--- config.mk ---
export PLATFORM = sky130hd
export DESIGN_NAME = spi_flash_reader
export DESIGN_NICKNAME = d
export VERILOG_FILES = /design/src/spi_flash_pkg.sv /design/src/flash_read_ctrl.sv /design/src/spi_byte_shifter.sv /design/src/flash_cfg_reg.sv /design/src/read_word_buffer.sv /design/src/spi_flash_reader.sv
export SDC_FILE = /design/constraint.sdc
export NUM_CORES = 1
export LEC_CHECK = 0
export BUFFER_PORTS_ARGS = -buffer_cell sky130_fd_sc_hd__buf_4
export CORE_MARGIN = 5
export CORE_UTILIZATION = 60
export DETAILED_ROUTE_END_ITERATION = 12
export GPL_TIMING_DRIVEN = 0
export PLACE_DENSITY = 0.87
export SYNTH_ARGS = -nofsm -noshare
export SYNTH_HDL_FRONTEND = slang
export SYNTH_SLANG_ARGS = --single-unit
export TNS_END_PERCENT = 5
--- constraint.sdc ---
create_clock -name clk -period 17.85 [get_ports clk]
set_input_delay 0.8925 -clock clk [delete_from_list [all_inputs] [get_ports clk]]
set_output_delay 0.8925 -clock clk [all_outputs]
set_load 0.02 [all_outputs]
--- src/spi_flash_pkg.sv ---
package spi_flash_pkg;

  typedef logic [23:0] flash_addr_t;  // flash byte address
  typedef logic [31:0] word_t;
  typedef logic [7:0] byte_t;
  typedef logic [2:0] byte_tag_t;  // 0 cmd/addr, 1..4 word byte 0..3
  typedef logic [3:0] cfg_strb_t;

  // driven pin set, io0 and io1 only
  typedef struct packed {
    logic       csb;
    logic       clk;
    logic [1:0] oe;
    logic [1:0] dout;
  } flash_pins_t;

  typedef struct packed {
    byte_t     data;
    byte_tag_t tag;
  } shift_req_t;

  typedef struct packed {
    byte_t     data;
    byte_tag_t tag;
  } shift_rsp_t;

  typedef enum logic [3:0] {
    ST_WAKE_FF,
    ST_WAKE_FF_WAIT,
    ST_WAKE_AB,
    ST_WAKE_AB_WAIT,
    ST_CMD,
    ST_IDLE_CMD,  // command sent, waiting for a request
    ST_ADDR_HI,
    ST_ADDR_MID,
    ST_ADDR_LO,
    ST_DATA_0,
    ST_DATA_1,
    ST_DATA_2,
    ST_DATA_3
  } read_state_t;

  localparam byte_t CMD_WAKE_FF = 8'hff;
  localparam byte_t CMD_RELEASE_PD = 8'hab;
  localparam byte_t CMD_READ = 8'h03;

  localparam int CFG_EN_BIT = 31;
  localparam int CFG_OE_LSB = 8;  // oe at 9:8
  localparam int CFG_CSB_BIT = 5;
  localparam int CFG_CLK_BIT = 4;
  localparam int CFG_DO_LSB = 0;  // dout at 1:0

  localparam int BITS_PER_BYTE = 8;

endpackage

--- src/flash_read_ctrl.sv ---
`timescale 1ns/1ps

module flash_read_ctrl (
  input  logic                        clk,
  input  logic                        resetn,
  input  logic                        soft_reset,
  input  logic                        valid,
  input  spi_flash_pkg::flash_addr_t  addr,
  input  logic                        jump,
  input  logic                        prefetch_hold,
  output logic                        req_valid,
  input  logic                        req_ready,
  output spi_flash_pkg::shift_req_t   shift_req,
  input  logic                        rsp_valid,
  output logic                        csb_release
);
  import spi_flash_pkg::*;

  read_state_t state;
  read_state_t after_send;  // state once the byte is accepted
  shift_req_t  next_req;
  logic        send;

  always_comb begin
    send = 1'b0;
    next_req = '{data: 8'h00, tag: 3'd0};
    after_send = state;
    case (state)
      ST_WAKE_FF: begin
        send = 1'b1;
        next_req.data = CMD_WAKE_FF;
        after_send = ST_WAKE_FF_WAIT;
      end
      ST_WAKE_AB: begin
        send = 1'b1;
        next_req.data = CMD_RELEASE_PD;
        after_send = ST_WAKE_AB_WAIT;
      end
      ST_CMD: begin
        send = 1'b1;
        next_req.data = CMD_READ;
        after_send = ST_IDLE_CMD;
      end
      ST_ADDR_HI: begin
        send = 1'b1;
        next_req.data = addr[23:16];
        after_send = ST_ADDR_MID;
      end
      ST_ADDR_MID: begin
        send = 1'b1;
        next_req.data = addr[15:8];
        after_send = ST_ADDR_LO;
      end
      ST_ADDR_LO: begin
        send = 1'b1;
        next_req.data = addr[7:0];
        after_send = ST_DATA_0;
      end
      ST_DATA_0: begin
        send = 1'b1;
        next_req.tag = 3'd1;
        after_send = ST_DATA_1;
      end
      ST_DATA_1: begin
        send = 1'b1;
        next_req.tag = 3'd2;
        after_send = ST_DATA_2;
      end
      ST_DATA_2: begin
        send = 1'b1;
        next_req.tag = 3'd3;
        after_send = ST_DATA_3;
      end
      ST_DATA_3: begin
        send = !prefetch_hold;  // hold last byte of a prefetch
        next_req.tag = 3'd4;
        after_send = ST_DATA_0;
      end
      default: send = 1'b0;
    endcase
  end

  always_ff @(posedge clk) begin
    csb_release <= 1'b0;
    if (!resetn || soft_reset) begin
      state <= ST_WAKE_FF;
      req_valid <= 1'b0;
    end else if (jump) begin
      state <= ST_CMD;  // close the read, new command
      req_valid <= 1'b0;
      csb_release <= 1'b1;
    end else if (req_valid) begin
      if (req_ready) begin
        req_valid <= 1'b0;
        state <= after_send;
      end
    end else if (send) begin
      req_valid <= 1'b1;
      shift_req <= next_req;
    end else begin
      case (state)
        ST_WAKE_FF_WAIT: begin
          if (rsp_valid) begin
            csb_release <= 1'b1;
            state <= ST_WAKE_AB;
          end
        end
        ST_WAKE_AB_WAIT: begin
          if (rsp_valid) begin
            csb_release <= 1'b1;
            state <= ST_CMD;
          end
        end
        ST_IDLE_CMD: begin
          if (valid) state <= ST_ADDR_HI;
        end
        default: state <= state;
      endcase
    end
  end

  // only a jump may withdraw a pending byte
  assert property (@(posedge clk) disable iff (!resetn || soft_reset)
    req_valid && !req_ready && !jump |=> req_valid);

endmodule

--- src/spi_byte_shifter.sv ---
`timescale 1ns/1ps

module spi_byte_shifter (
  input  logic                       clk,
  input  logic                       resetn,
  input  logic                       soft_reset,
  input  logic                       csb_release,
  input  logic                       req_valid,
  output logic                       req_ready,
  input  spi_flash_pkg::shift_req_t  shift_req,
  output logic                       rsp_valid,
  output spi_flash_pkg::shift_rsp_t  shift_rsp,
  output spi_flash_pkg::flash_pins_t pins,
  input  logic [1:0]                 flash_din
);
  import spi_flash_pkg::*;

  byte_t     out_shift;
  byte_t     in_shift;
  byte_tag_t xfer_tag;  // travels with the byte
  logic [3:0] bit_count;
  logic      sclk;
  logic      csb;
  logic      rsp_q;

  assign req_ready = (bit_count == 4'd0) && !csb_release;
  assign rsp_valid = rsp_q && !csb_release;  // aborted bytes never surface
  assign shift_rsp = '{data: in_shift, tag: xfer_tag};

  assign pins.csb = csb;
  assign pins.clk = sclk;
  assign pins.oe = 2'b01;  // single bit mode, io0 out
  assign pins.dout = {1'b0, out_shift[7]};

  always_ff @(posedge clk) begin
    if (!resetn || soft_reset) begin
      csb <= 1'b1;
      sclk <= 1'b0;
      bit_count <= 4'd0;
      rsp_q <= 1'b0;
    end else if (csb_release) begin
      csb <= 1'b1;
      sclk <= 1'b0;
      bit_count <= 4'd0;
      rsp_q <= 1'b0;
    end else begin
      rsp_q <= 1'b0;
      if (bit_count != 4'd0) begin
        if (!sclk) begin
          in_shift <= {in_shift[6:0], flash_din[1]};  // sample before rising edge
          sclk <= 1'b1;
        end else begin
          sclk <= 1'b0;
          out_shift <= {out_shift[6:0], 1'b0};
          bit_count <= bit_count - 4'd1;
          if (bit_count == 4'd1) rsp_q <= 1'b1;
        end
      end else if (req_valid) begin
        csb <= 1'b0;
        sclk <= 1'b0;
        bit_count <= 4'(BITS_PER_BYTE);
        out_shift <= shift_req.data;
        xfer_tag <= shift_req.tag;
      end
    end
  end

  assert property (@(posedge clk) disable iff (!resetn || soft_reset || csb_release)
    req_valid && req_ready |=> !csb [* 2 * BITS_PER_BYTE]);

  // response 16 cycles after acceptance
  assert property (@(posedge clk) disable iff (!resetn || soft_reset || csb_release)
    req_valid && req_ready |=> ##(2 * BITS_PER_BYTE) rsp_valid);

endmodule

--- src/flash_cfg_reg.sv ---
`timescale 1ns/1ps

module flash_cfg_reg (
  input  logic                       clk,
  input  logic                       resetn,
  input  spi_flash_pkg::cfg_strb_t   cfg_strb,
  input  spi_flash_pkg::word_t       cfg_wdata,
  output spi_flash_pkg::word_t       cfg_rdata,
  input  spi_flash_pkg::flash_pins_t xfer_pins,
  input  logic [1:0]                 flash_din,
  output spi_flash_pkg::flash_pins_t flash,
  output logic                       soft_reset
);
  import spi_flash_pkg::*;

  logic        en;  // 1 = shifter owns the pins
  flash_pins_t bang_pins;

  always_ff @(posedge clk) begin
    if (!resetn) begin
      en <= 1'b1;
      bang_pins <= '{csb: 1'b1, clk: 1'b0, oe: 2'b00, dout: 2'b00};
      soft_reset <= 1'b1;
    end else begin
      soft_reset <= !en || (cfg_strb != '0);  // any write restarts the reader
      if (cfg_strb[CFG_CSB_BIT / BITS_PER_BYTE]) begin
        bang_pins.csb <= cfg_wdata[CFG_CSB_BIT];
        bang_pins.clk <= cfg_wdata[CFG_CLK_BIT];
        bang_pins.dout <= cfg_wdata[CFG_DO_LSB +: 2];
      end
      if (cfg_strb[CFG_OE_LSB / BITS_PER_BYTE]) begin
        bang_pins.oe <= cfg_wdata[CFG_OE_LSB +: 2];
      end
      if (cfg_strb[CFG_EN_BIT / BITS_PER_BYTE]) begin
        en <= cfg_wdata[CFG_EN_BIT];
      end
    end
  end

  assign flash = en ? xfer_pins : bang_pins;

  // readback shows live pins
  always_comb begin
    cfg_rdata = '0;
    cfg_rdata[CFG_EN_BIT] = en;
    cfg_rdata[CFG_OE_LSB +: 2] = flash.oe;
    cfg_rdata[CFG_CSB_BIT] = flash.csb;
    cfg_rdata[CFG_CLK_BIT] = flash.clk;
    cfg_rdata[CFG_DO_LSB +: 2] = flash_din;
  end

endmodule

--- src/read_word_buffer.sv ---
`timescale 1ns/1ps

module read_word_buffer (
  input  logic                       clk,
  input  logic                       resetn,
  input  logic                       soft_reset,
  input  logic                       valid,
  input  spi_flash_pkg::flash_addr_t addr,
  input  logic                       rsp_valid,
  input  spi_flash_pkg::shift_rsp_t  shift_rsp,
  output logic                       ready,
  output spi_flash_pkg::word_t       rdata,
  output logic                       jump,
  output logic                       prefetch_hold
);
  import spi_flash_pkg::*;

  byte_t [2:0] low_bytes;  // word bytes 0..2 until the last arrives
  flash_addr_t rd_addr;
  flash_addr_t next_addr;
  logic        rd_valid;
  logic        rd_inc;  // next word is a prefetch
  logic        word_done;

  assign next_addr = rd_addr + 24'd4;
  assign word_done = rsp_valid && (shift_rsp.tag == 3'd4);

  assign ready = valid && rd_valid && (addr == rd_addr);
  assign jump = valid && rd_valid && !ready && (addr != next_addr);

  always_ff @(posedge clk) begin
    if (rsp_valid) begin
      case (shift_rsp.tag)
        3'd1: low_bytes[0] <= shift_rsp.data;
        3'd2: low_bytes[1] <= shift_rsp.data;
        3'd3: low_bytes[2] <= shift_rsp.data;
        3'd4: begin
          rdata <= {shift_rsp.data, low_bytes[2], low_bytes[1], low_bytes[0]};
          rd_addr <= rd_inc ? next_addr : addr;
        end
        default: rdata <= rdata;  // cmd and addr bytes
      endcase
    end
  end

  always_ff @(posedge clk) begin
    if (!resetn || soft_reset) begin
      rd_valid <= 1'b0;
      rd_inc <= 1'b0;
      prefetch_hold <= 1'b0;
    end else begin
      if (word_done) begin
        rd_valid <= 1'b1;
        rd_inc <= 1'b1;
        prefetch_hold <= rd_inc;  // at most one word ahead
      end
      if (valid) prefetch_hold <= 1'b0;
      if (jump) begin
        rd_valid <= 1'b0;
        rd_inc <= 1'b0;
      end
    end
  end

  // host holds the request until ready
  assert property (@(posedge clk) disable iff (!resetn)
    valid && !ready |=> valid && $stable(addr));

endmodule

--- src/spi_flash_reader.sv ---
`timescale 1ns/1ps

module spi_flash_reader (
  input  logic                       clk,
  input  logic                       resetn,
  input  logic                       valid,
  input  spi_flash_pkg::flash_addr_t addr,
  output logic                       ready,
  output spi_flash_pkg::word_t       rdata,
  input  spi_flash_pkg::cfg_strb_t   cfg_strb,
  input  spi_flash_pkg::word_t       cfg_wdata,
  output spi_flash_pkg::word_t       cfg_rdata,
  output spi_flash_pkg::flash_pins_t flash,
  input  logic [1:0]                 flash_din
);
  import spi_flash_pkg::*;

  logic        soft_reset;
  logic        jump;
  logic        prefetch_hold;
  logic        req_valid;
  logic        req_ready;
  logic        csb_release;
  logic        rsp_valid;
  shift_req_t  shift_req;
  shift_rsp_t  shift_rsp;
  flash_pins_t xfer_pins;

  flash_read_ctrl u_ctrl (
    .clk          (clk),
    .resetn       (resetn),
    .soft_reset   (soft_reset),
    .valid        (valid),
    .addr         (addr),
    .jump         (jump),
    .prefetch_hold(prefetch_hold),
    .req_valid    (req_valid),
    .req_ready    (req_ready),
    .shift_req    (shift_req),
    .rsp_valid    (rsp_valid),
    .csb_release  (csb_release)
  );

  spi_byte_shifter u_shifter (
    .clk        (clk),
    .resetn     (resetn),
    .soft_reset (soft_reset),
    .csb_release(csb_release),
    .req_valid  (req_valid),
    .req_ready  (req_ready),
    .shift_req  (shift_req),
    .rsp_valid  (rsp_valid),
    .shift_rsp  (shift_rsp),
    .pins       (xfer_pins),
    .flash_din  (flash_din)
  );

  flash_cfg_reg u_cfg (
    .clk       (clk),
    .resetn    (resetn),
    .cfg_strb  (cfg_strb),
    .cfg_wdata (cfg_wdata),
    .cfg_rdata (cfg_rdata),
    .xfer_pins (xfer_pins),
    .flash_din (flash_din),
    .flash     (flash),
    .soft_reset(soft_reset)
  );

  read_word_buffer u_buffer (
    .clk          (clk),
    .resetn       (resetn),
    .soft_reset   (soft_reset),
    .valid        (valid),
    .addr         (addr),
    .rsp_valid    (rsp_valid),
    .shift_rsp    (shift_rsp),
    .ready        (ready),
    .rdata        (rdata),
    .jump         (jump),
    .prefetch_hold(prefetch_hold)
  );

endmodule

==> results of run 1 <==
## layer usage
metal | wire, microns | vias to the layer above
met5 | 0 | -
met4 | 466 | 0
met3 | 1411 | 46
met2 | 7899 | 282
met1 | 6357 | 2427
li1 | - | 2395
## registers in the layout, summed over array words and instances (netlist names), 3 cells and up
name / cells
u_shifter.bit_count: 4
u_ctrl.shift_req: 11
u_shifter.xfer_tag: 3
u_buffer.low_bytes: 24
u_ctrl.state: 4
u_buffer.rd_addr: 24
u_shifter.in_shift: 8
u_cfg.bang_pins: 6
u_buffer.rdata: 32
u_shifter.out_shift: 8
## Yosys cell counts (10+ instances only)
master    number  area (sq um)
nand2_1       56         210.2
buf_4         34         255.2
nor2b_1       14         87.58
dfxtp_1       23         460.4
xor2_1        33         289.0
xnor2_1       23         201.4
nand3_1       18         90.09
nor2_1        50         187.7
inv_1         10         37.54
mux2i_1       11         110.1
nor3_1        11         55.05
edfxtp_1     110          3303
clkbuf_1      18         67.56
o21ai_0       22         110.1
a21oi_1       37         185.2
## power groups by stage
stage	combinational, mW	clock [mW]	sequential (mW)
3_3_place_gp	0.0369	0	0.340
5_1_grt	0.0418	0.341	0.334
4_1_cts	0.0383	0.327	0.334
6_report	0.0389	0.322	0.334
3_5_place_dp	0.0378	0	0.340
2_1_floorplan	0.0236	0	0.340
## per-stage QoR
stage | utilization (%) | setup slack [ns]
floorplan | - | 10.68
global placement | 69.28 | 8.076
global route | 75.14 | 13.74
CTS | 75.14 | 13.64
finish | 75.14 | 14.00
detailed placement | 70.14 | 13.55
## kinds of logic (layout without fill, tap and decap cells)
family	Yosys count	after routing	synth area share (%)
flip-flops	133	133	56.42
AO/OA/AOI/OAI	98	98	9.398
buffers and inverters	75	197	6.396
multiplexers	15	15	2.326
AND/OR/NAND/NOR	220	220	17.48
adder cells (fa/ha/maj)	3	3	0.5628
XOR/XNOR	56	56	7.353
other	1	25	0.05622
## how the worst max path moves through the flow
stage	start	endpoint	slack (ns)
final	u_buffer.rd_addr[3]	u_ctrl.shift_req[1]	14.00
after detailed placement	addr[9]	u_ctrl.shift_req[5]	13.55
after CTS	u_buffer.rd_addr[3]	u_ctrl.shift_req[4]	13.64
after floorplan	u_ctrl.csb_release	u_buffer.rd_addr[0]	10.68
after global routing	u_buffer.rd_addr[3]	u_ctrl.shift_req[3]	13.74
after global placement	u_ctrl.csb_release	u_buffer.rd_addr[0]	8.08
## layout make-up
class	count	area share (%)
well taps	140	2.141
flip-flops and latches	133	46.00
repair buffers	90	8.350
clock buffers	19	5.154
multi-input cells	417	31.64
clock inverters	13	1.499
plain buffers	63	4.664
inverters	12	0.5505
==> flow_summary_export.csv, run 1 <==
group,metric,value,unit
grt,grt-busiest-layer,"met2",
cts,clk_latency,0.53,ns
timing,tightest_slew,1.220,ns
cts,clkTransAtPathRegs,0.06,ns
grt,met1_usage,32.20,%
timing,final_hold_viol_count,0,
cts,post_cts_resized,0,
critical_path,reg2reg_slack,14.00,ns
pwr,vdd_drop_max,0.00006493,V
pwr,p_clk_share,46.4,%
pwr,power_frac_seq,48.1,%
finish,most-common-layout-cells,"buf_4 (122), edfxtp_1 (110), nand2_1 (56)",
yosys,async_flop_share,0,%
critical_path,reg2reg_to,"u_ctrl.shift_req[1]",
cts,cts_tree,"done",
pwr,internal-power,0.5371,mW
timing,fin_skew,0.008888,ns
yosys,ys_types,63,
finish,antennaDiodeCount,0,
drt,drt-pass1-iter-count,5,
pwr,comb_power_share,5.6,%
timing,tns,0,ns
drt,viasPerCell,5.806,
critical_path,critPathMaxFanout,11,
die,coreArea,10890,sq um
finish,layout.area.seq,3764,sq um
drt,routed_wl,16130,microns
cts,cts.sinks,133,
drt,drc_errors,0,
hold_path,worstHoldPathCells,0,
grt,use_met3,5.483,%
yosys,ys.flop_type,"edfxtp_1",
timing,hold_ws,0.4173,ns
cts,ctsHtreeMaxLevel,4,
critical_path,arrival,4.00,ns
drt,routed-via-count,5150,
timing,period_share,21.57,%
hold_path,hp-start,"u_buffer.low_bytes[9]",
pwr,total_power,0.6950,mW
critical_path,critical-path-top-delay-family,"compound AO/OA/AOI/OAI gates",
critical_path,critPathCaptureType,"flop",
pwr,power.switching,0.1580,mW
grt,grt_use_met2,42.13,%
yosys,synth_area_per_cell,11.10,sq um
timing,drv_slew,0,
die,rows,38,
cts,cts_made_buffers,17,
cts,cts_setup_buffers,0,
timing,setup_viol,0,
finish,fin_cells,887,
die,die_y,115.4,microns
critical_path,path_depth,10,
finish,nNetsFinal,802,
cts,max-clock-path-buffers,2,
yosys,yosys_warnings,0,
cts,cts-root-buf,"clkbuf_8",
timing,rsz0062_at_grt,"false",
yosys,synth_edf_count,110,
critical_path,r2r_cells,10,
yosys,netlist_instances,601,
job,drv_cap,0,
placement,gp_congestion,0.9135,
grt,grt_max_degree,17,
timing,period_needed,3.850,ns
cts,holdBufCountCts,0,
critical_path,slowest_stage,"o21ai_1",
drt,drt_iter0_drc,459,
hold_path,min-delay-path-class,"flop to flop",
grt,track_usage,25.17,%
placement,dpl_cell_area,7637,sq um
finish,drive_above_1_share,24.10,%
finish,final_cell_area,8182,sq um
critical_path,cp_cell_sequence,"ha_1 > clkbuf_1 > and3_1 > and4_4 > buf_6 > nand4_1 > a2111o_1 > nor4_4 > nand2_1 > o21ai_1",
pwr,p_sw_share,22.73,%
placement,dp_cells,855,
timing,fmax,259.8,MHz
critical_path,crit_required,18.00,ns
finish,syn_to_final_growth,22.66,%
finish,fill_cells,707,
pwr,p_leak,3.046,nW
grt,antenna_found_initial,0,
placement,dpl.hpwl,11430,microns
grt,overflow,0,
yosys,synth_seq_cells,133,
critical_path,r2r-start,"u_buffer.rd_addr[3]",
finish,multi_input_area,2589,sq um
critical_path,critPathLaunchType,"flop",
grt,grt_pass1_wl,25730,microns
timing,slew-limit-headroom,18.04,%
run_status,outcome,"complete, no violations",
critical_path,critPathMaxStageDelay,0.79,ns
die,die_area,13330,sq um
yosys,seq_area_frac_synth,56.42,%
critical_path,critPathBufInv,2,
critical_path,critPathKind,"flop to flop",
die,io-pin-count,136,
yosys,synth.cell_area,6670,sq um
drt,routedWlPerCell,18.19,microns
die,die_w,115.4,microns
drt,postRouteAntennaNets,0,
die,initial_core_util,61.26,%
hold_path,hold_path_end,"u_buffer.rdata[9]",
placement,port_buffers,81,
pwr,power.density,84.95,nW/um^2
finish,layout_commonest_cell,"buf_4",
grt,grt_pass1_vias,5119,
No activity file was read; power rests on OpenSTA's default activity.
==> inputs of run 2 (changes only) <==
--- a/config.mk
+++ b/config.mk
@@ -7,10 +7,10 @@
 export LEC_CHECK = 0
 export BUFFER_PORTS_ARGS = -buffer_cell sky130_fd_sc_hd__buf_4
 export CORE_MARGIN = 5
-export CORE_UTILIZATION = 60
+export CORE_UTILIZATION = 50
 export DETAILED_ROUTE_END_ITERATION = 12
 export GPL_TIMING_DRIVEN = 0
-export PLACE_DENSITY = 0.87
+export PLACE_DENSITY = 0.78
 export SYNTH_ARGS = -nofsm -noshare
 export SYNTH_HDL_FRONTEND = slang
 export SYNTH_SLANG_ARGS = --single-unit
==> constraint.sdc (replaced) <==
create_clock -name clk -period 3.3 [get_ports clk]
set_input_delay 0.165 -clock clk [delete_from_list [all_inputs] [get_ports clk]]
set_output_delay 0.165 -clock clk [all_outputs]
set_load 0.02 [all_outputs]
==> flow_summary_export.csv, run 2 (synthesized netlist as in run 1, its figures left out) <==
group,metric,value,unit
run_status,outcome,"complete, no violations",
critical_path,reg2reg_to,"u_ctrl.shift_req[9]",
timing,period_share,94.08,%
cts,ctsHtreeMaxLevel,4,
pwr,power.density,458.8,nW/um^2
timing,setup_viol,0,
placement,port_buffers,81,
critical_path,crit_required,3.42,ns
critical_path,critPathKind,"flop to flop",
timing,fmax,322.1,MHz
job,drv_cap,0,
die,io-pin-count,136,
hold_path,min-delay-path-class,"primary input to flop",
pwr,p_leak,3.091,nW
critical_path,cp_cell_sequence,"ha_2 > and3_1 > and4_4 > buf_6 > nand4_1 > a2111o_1 > nor4_4 > nand2_1 > o21ai_4 > buf_12",
grt,grt_max_degree,19,
drt,drc_errors,0,
die,die_w,125.5,microns
drt,drt-pass1-iter-count,5,
die,die_y,125.5,microns
cts,max-clock-path-buffers,2,
critical_path,critPathMaxStageDelay,0.49,ns
timing,final_hold_viol_count,0,
finish,reg_top3,"u_buffer.rdata x32, u_buffer.low_bytes x24, u_buffer.rd_addr x24",
finish,largest_register_ffs,32,
finish,drive_above_1_share,23.80,%
die,rows,42,
drt,routedWlPerCell,16.15,microns
cts,cts_made_buffers,17,
grt,track_usage,19.36,%
hold_path,hp-start,"cfg_wdata[1]",
drt,postRouteAntennaNets,0,
critical_path,arrival,3.23,ns
placement,gp_congestion,0.9483,
timing,period_needed,3.105,ns
finish,fill_cells,1048,
cts,clk_latency,0.41,ns
critical_path,critPathCaptureType,"flop",
finish,layout_commonest_cell,"buf_4",
drt,drt_iter0_drc,340,
critical_path,r2r_cells,10,
drt,routed-via-count,5037,
timing,tns,0,ns
cts,cts.sinks,133,
critical_path,critPathMaxFanout,11,
drt,viasPerCell,5.428,
critical_path,r2r-start,"u_buffer.rd_addr[3]",
grt,overflow,0,
critical_path,critPathBufInv,2,
timing,fin_skew,0.008141,ns
timing,tightest_slew,1.004,ns
die,initial_core_util,50.77,%
critical_path,slowest_stage,"edfxtp_1",
cts,clkTransAtPathRegs,0.06,ns
pwr,vdd_drop_max,0.0002556,V
grt,grt_pass1_wl,24520,microns
cts,cts_tree,"done",
timing,drv_slew,0,
finish,nNetsFinal,807,
die,coreArea,13140,sq um
critical_path,critical-path-top-delay-family,"simple AND/OR/NAND/NOR gates",
drt,routed_wl,14990,microns
die,die_area,15750,sq um
finish,most-common-layout-cells,"buf_4 (116), edfxtp_1 (110), nand2_1 (56)",
hold_path,hold_path_end,"u_cfg.bang_pins[1]",
timing,rsz0062_at_grt,"false",
critical_path,critPathLaunchType,"flop",
critical_path,reg2reg_slack,0.20,ns
finish,top_register,"u_buffer.rdata",
finish,antennaDiodeCount,0,
hold_path,worstHoldPathCells,3,
grt,grt_pass1_vias,4905,
cts,cts-root-buf,"clkbuf_16",
pwr,total_power,3.838,mW
placement,dpl.hpwl,11030,microns
timing,slew-limit-headroom,32.87,%
finish,syn_to_final_growth,25.42,%
grt,antenna_found_initial,0,
## run 2: stage by stage
stage	setup slack, ns	area, sq um	utilization [%]	cells	hold WS (ns)
4_1_cts	0.03408	8351	63.56	926	0.01119
6_report	0.1952	8366	63.68	928	0.02493
3_3_place_gp	-0.8200	7604	57.88	882	0.3655
5_1_grt	0.05361	8366	63.68	928	0.01543
3_5_place_dp	-1.017	7665	58.34	886	0.3644
2_1_floorplan	-0.2910	6775	-	625	0.2269
## run 2: what timing repair did
action,CTS,global route
setup buffers,1,1
hold buffers,8,0
hold endpoints to repair,5,0
endpoints found under the setup margin,11,11
gates resized for setup,3,1
pin swaps,1,1
## run 2: layout make-up
type,instances,area [sq um],share of cell area (%)
clock inverters,11,127.6,1.526
flip-flops and latches,133,3764,44.99
multi-input cells,417,2611,31.21
well taps,176,220.2,2.632
clock buffers,21,450.4,5.384
inverters,12,45.04,0.5384
repair buffers,96,769.5,9.198
plain buffers,62,377.9,4.517
## run 2: where the power goes
group / switching (mW) / internal, mW / leakage, nW / total [mW]
Clock: 0.683 / 1.13 / 0.274 / 1.82
Combinational: 0.114 / 0.101 / 1.65 / 0.215
Sequential: 0.00286 / 1.80 / 1.16 / 1.81
## run 2: tightest hold or removal path, cell delays in order
cell and delay, ns:
buf_4 0.08, mux2i_1 0.06, nor2b_1 0.10
## run 2: how the worst max path moves through the flow
stage,from,end,slack [ns],cells after the start
after global placement,u_buffer.rd_addr[3],u_ctrl.shift_req[5],-0.82,10
after detailed placement,u_buffer.rd_addr[3],u_ctrl.shift_req[7],-1.02,10
after CTS,u_buffer.rd_addr[3],u_ctrl.shift_req[9],0.03,10
final,u_buffer.rd_addr[3],u_ctrl.shift_req[9],0.20,10
after floorplan,u_buffer.rd_addr[3],u_ctrl.shift_req[0],-0.29,10
after global routing,u_buffer.rd_addr[3],u_ctrl.shift_req[9],0.05,10
## run 2: routing by layer
layer,track usage (%),routed length [microns],up-vias,share of wire [%]
li1,-,-,2400,-
met1,24.66,6197,2404,41
met2,31.81,7395,208,49
met3,5.672,1108,25,7.4
met4,6.378,288,0,1.9
met5,0,0,-,0
